`config.mk`:
```
export PLATFORM = sky130hd
export DESIGN_NAME = lvl_engine_top
export DESIGN_NICKNAME = d
export VERILOG_FILES = /design/src/sat_lvl_pkg.sv /design/src/lvl_state.sv /design/src/lvl_cmd_decode.sv /design/src/lvl_stack.sv /design/src/lvl_result.sv /design/src/lvl_engine_top.sv
export VERILOG_INCLUDE_DIRS = /design/src
export SDC_FILE = /design/constraint.sdc
export NUM_CORES = 1
export LEC_CHECK = 0
export ABC_AREA = 1
export BUFFER_PORTS_ARGS = -buffer_cell sky130_fd_sc_hd__buf_2
export CORE_ASPECT_RATIO = 0.9
export CORE_UTILIZATION = 58
export CTS_CLUSTER_SIZE = 28
export DETAILED_ROUTE_END_ITERATION = 12
export HOLD_SLACK_MARGIN = 0.06
export PLACE_DENSITY = 0.73
export SYNTH_ARGS = -nofsm -noshare
export SYNTH_HDL_FRONTEND = slang
export SYNTH_HIERARCHICAL = 1
export SYNTH_SLANG_ARGS = --single-unit
export TNS_END_PERCENT = 20
```
`constraint.sdc`:
```
create_clock -name clk -period 9 [get_ports clk]
set_input_delay 0.9 -clock clk [delete_from_list [all_inputs] [get_ports clk]]
set_output_delay 0.9 -clock clk [all_outputs]
set_load 0.01 [all_outputs]
```
`src/sat_lvl_macros.svh`:
```
// level-state store sizing
// slice count and field widths shared by package and RTL

`ifndef SAT_LVL_MACROS_SVH
`define SAT_LVL_MACROS_SVH

// one slice per decision level
`define SAT_NUM_LVLS 8

// level number carried with each command and stored per slice
`define SAT_WIDTH_LVL 16

`define SAT_WIDTH_BIN_ID 10

// bin in the upper bits, has-backtracked flag in bit 0
`define SAT_WIDTH_LVL_STATES (`SAT_WIDTH_BIN_ID + 1)

// log2 of the slice count
`define SAT_WIDTH_IDX 3

`endif

```
`src/sat_lvl_pkg.sv`:
```
// level-state store types
// opcode enum plus bin, level, state word and slice index types

`include "sat_lvl_macros.svh"

package sat_lvl_pkg;

    // controller command set
    typedef enum logic [2:0] {
        OP_NOP    = 3'd0,
        OP_DECIDE = 3'd1,   // write bin for a level
        OP_LOAD   = 3'd2,   // restore packed state word
        OP_READ   = 3'd3,
        OP_BKT    = 3'd4    // search and apply backtrack
    } lvl_op_e;

    typedef logic [`SAT_WIDTH_BIN_ID-1:0] bin_id_t;
    typedef logic [`SAT_WIDTH_LVL-1:0]    lvl_t;

    // {bin, has_bkt}
    typedef logic [`SAT_WIDTH_LVL_STATES-1:0] lvl_states_t;

    typedef logic [`SAT_WIDTH_IDX-1:0] lvl_idx_t;

endpackage

```
`src/lvl_state.sv`:
```
// single decision-level slice
// holds level, decided bin and has-backtracked flag, and forms one link of the find chain

`timescale 1ns/1ps

module lvl_state
    import sat_lvl_pkg::*;
(
    input  logic        clk,
    input  logic        rst,

    // decision write
    input  logic        valid_from_decision_i,
    input  bin_id_t     cur_bin_num_i,
    input  lvl_t        cur_lvl_i,

    // find chain, flag runs from the top slice downward
    input  logic [1:0]  findflag_i,
    output logic [1:0]  findflag_o,
    input  lvl_t        max_lvl_i,
    output bin_id_t     bkt_bin_o,
    output logic        findindex_o,

    input  logic        apply_bkt_i,

    // load and read of the packed word
    input  logic        wr_states_i,
    input  lvl_states_t lvl_states_i,
    output lvl_states_t lvl_states_o
);

    lvl_t    var_lvl;
    bin_id_t dcd_bin;
    logic    has_bkt;

    bin_id_t ld_bin;
    logic    ld_has_bkt;

    assign {ld_bin, ld_has_bkt} = lvl_states_i;
    assign lvl_states_o         = {dcd_bin, has_bkt};

    // 2 = found higher up, 1 = this slice, 0 = still searching
    always_comb begin
        if (findflag_i != 2'd0)
            findflag_o = 2'd2;
        else if (max_lvl_i >= var_lvl && !has_bkt)
            findflag_o = 2'd1;
        else
            findflag_o = 2'd0;
    end

    assign findindex_o = (findflag_o == 2'd1);

    // level follows both load and decision
    always_ff @(posedge clk) begin
        if (!rst)
            var_lvl <= '0;
        else if (wr_states_i || valid_from_decision_i)
            var_lvl <= cur_lvl_i;
    end

    always_ff @(posedge clk) begin
        if (!rst)
            dcd_bin <= '0;
        else if (wr_states_i)               // load wins over decide
            dcd_bin <= ld_bin;
        else if (valid_from_decision_i)
            dcd_bin <= cur_bin_num_i;
    end

    // above the hit clears, the hit flips to set, below keeps
    always_ff @(posedge clk) begin
        if (!rst) begin
            has_bkt <= 1'b0;
        end else if (wr_states_i) begin
            has_bkt <= ld_has_bkt;
        end else if (apply_bkt_i) begin
            case (findflag_o)
                2'd0:    has_bkt <= 1'b0;
                2'd1:    has_bkt <= 1'b1;
                default: has_bkt <= has_bkt;
            endcase
        end
    end

    // only the hit slice offers its bin, rest stay zero for the OR
    always_ff @(posedge clk) begin
        if (!rst)
            bkt_bin_o <= '0;
        else if (findindex_o)
            bkt_bin_o <= dcd_bin;
        else
            bkt_bin_o <= '0;
    end

endmodule

```
`src/lvl_cmd_decode.sv`:
```
// command decode stage
// registers the command fields and turns the opcode into one strobe plus a slice select

`timescale 1ns/1ps

`include "sat_lvl_macros.svh"

module lvl_cmd_decode
    import sat_lvl_pkg::*;
(
    input  logic                     clk,
    input  logic                     rst,

    input  logic                     cmd_valid_i,
    input  lvl_op_e                  cmd_op_i,
    input  lvl_t                     cmd_lvl_i,
    input  bin_id_t                  cmd_bin_i,
    input  lvl_states_t              cmd_states_i,
    input  lvl_t                     cmd_max_lvl_i,

    output logic [`SAT_NUM_LVLS-1:0] dec_sel_o,
    output logic                     dcd_wr_o,
    output logic                     ld_wr_o,
    output logic                     rd_o,
    output logic                     bkt_o,
    output lvl_t                     lvl_o,
    output bin_id_t                  bin_o,
    output lvl_states_t              states_o,
    output lvl_t                     max_lvl_o
);

    logic [`SAT_NUM_LVLS-1:0] sel_d;

    // slice picked by the low bits of the level
    always_comb begin
        sel_d = '0;
        sel_d[cmd_lvl_i[`SAT_WIDTH_IDX-1:0]] = 1'b1;
    end

    always_ff @(posedge clk) begin
        if (!rst) begin
            dcd_wr_o  <= 1'b0;
            ld_wr_o   <= 1'b0;
            rd_o      <= 1'b0;
            bkt_o     <= 1'b0;
            dec_sel_o <= '0;
            max_lvl_o <= '0;    // feeds the find chain every cycle
        end else begin
            dcd_wr_o <= 1'b0;
            ld_wr_o  <= 1'b0;
            rd_o     <= 1'b0;
            bkt_o    <= 1'b0;
            if (cmd_valid_i) begin
                dec_sel_o <= sel_d;
                max_lvl_o <= cmd_max_lvl_i;
                case (cmd_op_i)
                    OP_DECIDE: dcd_wr_o <= 1'b1;
                    OP_LOAD:   ld_wr_o  <= 1'b1;
                    OP_READ:   rd_o     <= 1'b1;
                    OP_BKT:    bkt_o    <= 1'b1;
                    default:   ;    // nop
                endcase
            end
        end
    end

    // payload fields
    always_ff @(posedge clk) begin
        if (cmd_valid_i) begin
            lvl_o    <= cmd_lvl_i;
            bin_o    <= cmd_bin_i;
            states_o <= cmd_states_i;
        end
    end

endmodule

```
`src/lvl_stack.sv`:
```
// slice array of the level-state store
// chains find flags top-down and merges found index, bin and read word

`timescale 1ns/1ps

`include "sat_lvl_macros.svh"

module lvl_stack
    import sat_lvl_pkg::*;
(
    input  logic                     clk,
    input  logic                     rst,
    input  logic [`SAT_NUM_LVLS-1:0] sel_i,
    input  logic                     dcd_wr_i,
    input  logic                     ld_wr_i,
    input  logic                     bkt_i,
    input  lvl_t                     lvl_i,
    input  bin_id_t                  bin_i,
    input  lvl_states_t              states_i,
    input  lvl_t                     max_lvl_i,
    output logic                     find_hit_o,
    output lvl_idx_t                 find_idx_o,
    output bin_id_t                  stack_bin_o,
    output lvl_states_t              rd_word_o
);

    // flag_link[i+1] enters slice i, flag_link[i] leaves it
    logic [1:0]               flag_link [0:`SAT_NUM_LVLS];
    logic [`SAT_NUM_LVLS-1:0] hit_vec;
    bin_id_t                  slice_bin [`SAT_NUM_LVLS];
    lvl_states_t              slice_word [`SAT_NUM_LVLS];

    assign flag_link[`SAT_NUM_LVLS] = 2'd0;     // nothing above the top slice

    for (genvar g = 0; g < `SAT_NUM_LVLS; g++) begin : g_slice
        lvl_state u_slice (
            .clk                   (clk),
            .rst                   (rst),
            .valid_from_decision_i (dcd_wr_i & sel_i[g]),
            .cur_bin_num_i         (bin_i),
            .cur_lvl_i             (lvl_i),
            .findflag_i            (flag_link[g+1]),
            .findflag_o            (flag_link[g]),
            .max_lvl_i             (max_lvl_i),
            .bkt_bin_o             (slice_bin[g]),
            .findindex_o           (hit_vec[g]),
            .apply_bkt_i           (bkt_i),
            .wr_states_i           (ld_wr_i & sel_i[g]),
            .lvl_states_i          (states_i),
            .lvl_states_o          (slice_word[g])
        );
    end

    // bottom of the chain is nonzero once any slice matched
    assign find_hit_o = (flag_link[0] != 2'd0);

    always_comb begin
        find_idx_o  = '0;
        stack_bin_o = '0;
        rd_word_o   = '0;
        for (int i = 0; i < `SAT_NUM_LVLS; i++) begin
            if (hit_vec[i])
                find_idx_o = lvl_idx_t'(i);
            stack_bin_o = stack_bin_o | slice_bin[i];   // at most one nonzero
            if (sel_i[i])
                rd_word_o = rd_word_o | slice_word[i];
        end
    end

endmodule

```
`src/lvl_result.sv`:
```
// result stage
// captures find and read data with their strobes, presents them one edge later

`timescale 1ns/1ps

module lvl_result
    import sat_lvl_pkg::*;
(
    input  logic        clk,
    input  logic        rst,
    input  logic        bkt_i,
    input  logic        rd_i,
    input  logic        find_hit_i,
    input  lvl_idx_t    find_idx_i,
    input  bin_id_t     stack_bin_i,
    input  lvl_states_t rd_word_i,
    output logic        bkt_valid_o,
    output logic        bkt_found_o,
    output lvl_idx_t    bkt_lvl_o,
    output bin_id_t     bkt_bin_o,
    output logic        rd_valid_o,
    output lvl_states_t rd_states_o
);

    logic        bkt_q;
    logic        rd_q;
    logic        found_q;
    lvl_idx_t    idx_q;
    lvl_states_t rd_word_q;

    always_ff @(posedge clk) begin
        if (!rst) begin
            bkt_q       <= 1'b0;
            rd_q        <= 1'b0;
            bkt_valid_o <= 1'b0;
            rd_valid_o  <= 1'b0;
        end else begin
            bkt_q       <= bkt_i;
            rd_q        <= rd_i;
            bkt_valid_o <= bkt_q;   // single-cycle pulse
            rd_valid_o  <= rd_q;
        end
    end

    // first edge, same edge the slices apply the backtrack
    always_ff @(posedge clk) begin
        if (bkt_i) begin
            found_q <= find_hit_i;
            idx_q   <= find_idx_i;
        end
        if (rd_i)
            rd_word_q <= rd_word_i;
    end

    // second edge, slice bin registered one edge earlier
    always_ff @(posedge clk) begin
        if (bkt_q) begin
            bkt_found_o <= found_q;
            bkt_lvl_o   <= idx_q;
            bkt_bin_o   <= stack_bin_i;
        end
        if (rd_q)
            rd_states_o <= rd_word_q;
    end

endmodule

```
`src/lvl_engine_top.sv`:
```
// level-state store top
// decode, slice stack and result stage of the backtracking unit

`timescale 1ns/1ps

`include "sat_lvl_macros.svh"

module lvl_engine_top
    import sat_lvl_pkg::*;
(
    input  logic        clk,
    input  logic        rst,
    input  logic        cmd_valid_i,
    input  lvl_op_e     cmd_op_i,
    input  lvl_t        cmd_lvl_i,
    input  bin_id_t     cmd_bin_i,
    input  lvl_states_t cmd_states_i,
    input  lvl_t        cmd_max_lvl_i,
    output logic        bkt_valid_o,
    output logic        bkt_found_o,
    output lvl_idx_t    bkt_lvl_o,
    output bin_id_t     bkt_bin_o,
    output logic        rd_valid_o,
    output lvl_states_t rd_states_o
);

    logic [`SAT_NUM_LVLS-1:0] dec_sel;
    logic                     dcd_wr;
    logic                     ld_wr;
    logic                     rd;
    logic                     bkt;
    lvl_t                     dec_lvl;
    bin_id_t                  dec_bin;
    lvl_states_t              dec_states;
    lvl_t                     dec_max_lvl;

    logic                     find_hit;
    lvl_idx_t                 find_idx;
    bin_id_t                  stack_bin;
    lvl_states_t              rd_word;

    lvl_cmd_decode u_decode (
        .clk           (clk),
        .rst           (rst),
        .cmd_valid_i   (cmd_valid_i),
        .cmd_op_i      (cmd_op_i),
        .cmd_lvl_i     (cmd_lvl_i),
        .cmd_bin_i     (cmd_bin_i),
        .cmd_states_i  (cmd_states_i),
        .cmd_max_lvl_i (cmd_max_lvl_i),
        .dec_sel_o     (dec_sel),
        .dcd_wr_o      (dcd_wr),
        .ld_wr_o       (ld_wr),
        .rd_o          (rd),
        .bkt_o         (bkt),
        .lvl_o         (dec_lvl),
        .bin_o         (dec_bin),
        .states_o      (dec_states),
        .max_lvl_o     (dec_max_lvl)
    );

    lvl_stack u_stack (
        .clk         (clk),
        .rst         (rst),
        .sel_i       (dec_sel),
        .dcd_wr_i    (dcd_wr),
        .ld_wr_i     (ld_wr),
        .bkt_i       (bkt),
        .lvl_i       (dec_lvl),
        .bin_i       (dec_bin),
        .states_i    (dec_states),
        .max_lvl_i   (dec_max_lvl),
        .find_hit_o  (find_hit),
        .find_idx_o  (find_idx),
        .stack_bin_o (stack_bin),
        .rd_word_o   (rd_word)
    );

    lvl_result u_result (
        .clk         (clk),
        .rst         (rst),
        .bkt_i       (bkt),
        .rd_i        (rd),
        .find_hit_i  (find_hit),
        .find_idx_i  (find_idx),
        .stack_bin_i (stack_bin),
        .rd_word_i   (rd_word),
        .bkt_valid_o (bkt_valid_o),
        .bkt_found_o (bkt_found_o),
        .bkt_lvl_o   (bkt_lvl_o),
        .bkt_bin_o   (bkt_bin_o),
        .rd_valid_o  (rd_valid_o),
        .rd_states_o (rd_states_o)
    );

endmodule

```
==> results.sh <==
export IMPL_status="finished, final reports clean"
export IMPL_cts_tree="yes"
export IMPL_wl_per_cell_um=19.1
export IMPL_start_util_pct=59.2
export IMPL_relSlewSlack_pct=27.0
export IMPL_finalSetupTns_ps=0
export IMPL_fmax_mhz=184
export IMPL_ant_nets=0
export IMPL_switching_share_pct=24.9
export IMPL_syn_area_per_cell_sq_um=8.19
export IMPL_wl_um=51700
export IMPL_port_buffers=85
export IMPL_dp_hpwl_um=34600
export IMPL_switching_power_mw=0.965
export IMPL_setup_viol_count_final=0
export IMPL_grt_pass1_vias=13998
export IMPL_crit_type="reg -> reg"
export IMPL_cp_slowest_cell="dfxtp_1"
export IMPL_cts_sinks=405
export IMPL_grt_usage_pct=32.1
export IMPL_crit_arrival_ps=5940
export IMPL_syn_area_sq_mm=0.0183
export IMPL_clockBufferDepth=3
export IMPL_finalMaxSlewViolations=0
export IMPL_finalWeightedCongestion=0.930
export IMPL_seq_area_sq_mm=0.00888
export IMPL_fp_dieW_um=189
export IMPL_num_vias=15197
export IMPL_multiInputGateArea_sq_mm=0.00770
export IMPL_min_path_type="reg -> reg"
export IMPL_cp_slowest_stage_delay_ps=570
export IMPL_fin_cells=2701
export IMPL_power_density_mw_per_mm2=194
export IMPL_p_seq_share_pct=50.0
export IMPL_grt_max_degree=146
export IMPL_route_detailed_drc=0
export IMPL_final_min_clock_period_ps=5450
export IMPL_areaGrowthSynthToFinish_pct=8.98
export IMPL_tightest_slew_ps=1100
export IMPL_post_cts_resized=0
export IMPL_synthCells=2239
export IMPL_via_per_inst=5.63
export IMPL_nNetsFinal=2447
export IMPL_dpl_cell_count=2626
export IMPL_final_common_cell="nand2_1"
export IMPL_rr_endpoint="u_stack/g_slice[0].u_slice/bkt_bin_o[4]"
export IMPL_fill_cells=2687
export IMPL_hold_viol_final=0
export IMPL_die_area_sq_mm=0.0323
export IMPL_layout_worst_path_cycle_share_pct=60.5
export IMPL_ys_ff_latch=405
export IMPL_grt_antenna_before_repair=2
export IMPL_worst_path_stages=35
export IMPL_final_setup_skew_ps=25.2
export IMPL_path_buf_inv=7
export IMPL_hp_start="u_result/rd_word_q[4]"
export IMPL_grt_overflow=0
export IMPL_firstDrtPassIters=6
export IMPL_antenna_cells=0
export IMPL_crit_family="simple AND/OR/NAND/NOR gates"
export IMPL_postCtsSetupBuffers=0
export IMPL_crit_path_end_kind="register"
export IMPL_die_h_um=171
export IMPL_final_cell_mix="439 x nand2_1, 328 x dfxtp_1, 288 x inv_1, 247 x o21ai_0, 212 x nor2_1"
export IMPL_power_frac_clock_pct=42.9
export IMPL_grt_pass1_wl_um=78500
export IMPL_ys_warn_count=6
export IMPL_h_tree_depth=2
export IMPL_drv_cap=0
export IMPL_p_comb_share_pct=7.1
export IMPL_reg2reg_from="u_decode/max_lvl_o[13]"
export IMPL_hold_buffers=0
export IMPL_p_leak_nw=8.04
export IMPL_numCtsBuffers=41
export IMPL_reg2regPathDepth=35
export IMPL_cts_clk_slew_worst_paths_ps=60
export IMPL_cp_data_required_time_ps=9490
export IMPL_root_buffer="clkbuf_16"
export IMPL_synth_cell_types=32
export IMPL_internal_power_mw=2.92
export IMPL_rows=61
export IMPL_drt_iter0_markers=1787
export IMPL_crit_end="u_stack/g_slice[0].u_slice/bkt_bin_o[4]"
export IMPL_ys_seq_area_share_pct=48.4
export IMPL_num_io_pins=86
export IMPL_vdd_ir_drop_max_v=0.000172
export IMPL_layout_drive_gt1_share_pct=9.34
export IMPL_utilization_pct=64.5
export IMPL_crit_path_max_fanout=10
export IMPL_core_area_sq_mm=0.0310
export IMPL_r2r_slack_ps=3550
export IMPL_crit_start="u_decode/max_lvl_o[13]"
export IMPL_cp_start_kind="register"
export IMPL_rsz0062_at_grt="false"
export IMPL_clk_latency_ps=560
-- layout make-up --
type,instances,share of cell area (%)
Timing Repair Buffer,89,2.31
Sequential cell,405,44.4
Multi-Input combinational cell,1425,38.5
Inverter,298,5.63
Clock buffer,49,5.35
Clock inverter,26,1.20
Tap cell,409,2.56
-- cells by family (layout without fill, tap and decap cells) --
| group | after synthesis | count (layout) | synth area share (%) |
|---|---|---|---|
| AOI/OAI and AO/OA | 529 | 529 | 15.1 |
| other | 1 | 2 | 0.0204 |
| DFF | 405 | 405 | 48.4 |
| muxes | 8 | 8 | 0.491 |
| adders and majority gates | 128 | 128 | 8.73 |
| and+or+nand+nor | 758 | 758 | 17.6 |
| buffers and inverters | 410 | 462 | 9.63 |
-- synth_stat cells --
cell type / instances / share of area, %
a21oi_1: 192 / 5.2
a31oi_1: 80 / 2.7
buf_1: 6 / 0.12
buf_12: 1 / 0.11
buf_2: 40 / 1.1
buf_4: 18 / 0.74
buf_6: 10 / 0.61
clkbuf_1: 29 / 0.59
clkbuf_2: 8 / 0.22
conb_1: 1 / 0.020
dfxtp_1: 328 / 36
edfxtp_1: 77 / 13
ha_1: 128 / 8.7
inv_1: 288 / 5.9
inv_2: 9 / 0.18
inv_8: 1 / 0.061
mux2_2: 8 / 0.49
nand2_1: 439 / 9.0
nand2_2: 8 / 0.27
nand3_1: 2 / 0.055
nand3_4: 8 / 0.76
nand4_1: 41 / 1.4
nor2_1: 212 / 4.3
nor2_2: 8 / 0.27
nor2_4: 9 / 0.55
nor3_1: 11 / 0.30
o211ai_1: 1 / 0.041
o21a_1: 8 / 0.33
o21ai_0: 247 / 6.7
o21ai_1: 1 / 0.027
or2_1: 11 / 0.38
or2_2: 9 / 0.31
-- routing by layer --
layer	track usage [%]	vias up	wire, um
li1	-	7351	-
met1	45.1	6958	22500
met2	47.7	801	21700
met3	9.01	85	6370
met4	9.01	2	1120
met5	2.31	-	99
-- flip-flops by register name, summed over array words and instances (netlist names), 11 cells and up --
name                               cells
u_stack/g_slice.u_slice/dcd_bin       80
u_decode/max_lvl_o                    16
u_result/rd_word_q                    11
u_result/rd_states_o                  11
u_decode/lvl_o                        16
u_stack/g_slice.u_slice/bkt_bin_o     80
u_decode/states_o                     11
u_stack/g_slice.u_slice/var_lvl      128
-- worst reg2reg max path, delay by kind of cell, from the launching register on --
| kind | cells | cell delay, ps |
|---|---|---|
| fa+ha+maj | 1 | 330 |
| buf+inv | 7 | 460 |
| compound gates | 3 | 480 |
| simple gates | 24 | 3530 |
| flops | 1 | 570 |
-- through the flow --
| step | hold slack [ps] | setup slack [ps] | power [mW] | cell area, sq um |
|---|---|---|---|---|
| 5_1_grt | 423 | 3190 | 4.02 | 20000 |
| 6_report | 418 | 3550 | 3.88 | 20000 |
| 4_1_cts | 419 | 3690 | 3.90 | 20000 |
| 2_1_floorplan | 400 | 3530 | 2.14 | 18300 |
| 3_3_place_gp | 400 | 3880 | 2.24 | 18700 |
| 3_5_place_dp | 405 | 3700 | 2.24 | 18700 |
-- worst min path at each step --
| stage | cells after the start | slack [ps] | to |
|---|---|---|---|
| after floorplan | 0 | 400 | u_result/bkt_found_o |
| after global placement | 0 | 400 | u_result/rd_states_o[8] |
| after global routing | 0 | 420 | u_result/rd_states_o[8] |
| after CTS | 0 | 420 | u_result/rd_states_o[8] |
| final | 0 | 420 | u_result/rd_states_o[4] |
| after detailed placement | 0 | 400 | u_result/rd_states_o[8] |
-- power groups by stage --
stage          registers (mW)  clock network, mW  logic [mW]
2_1_floorplan            1.94                  0       0.197
3_3_place_gp             1.97                  0       0.262
3_5_place_dp             1.98                  0       0.269
4_1_cts                  1.94               1.69       0.271
5_1_grt                  1.94               1.77       0.312
6_report                 1.94               1.67       0.276
(Power assumes the default switching activity.)
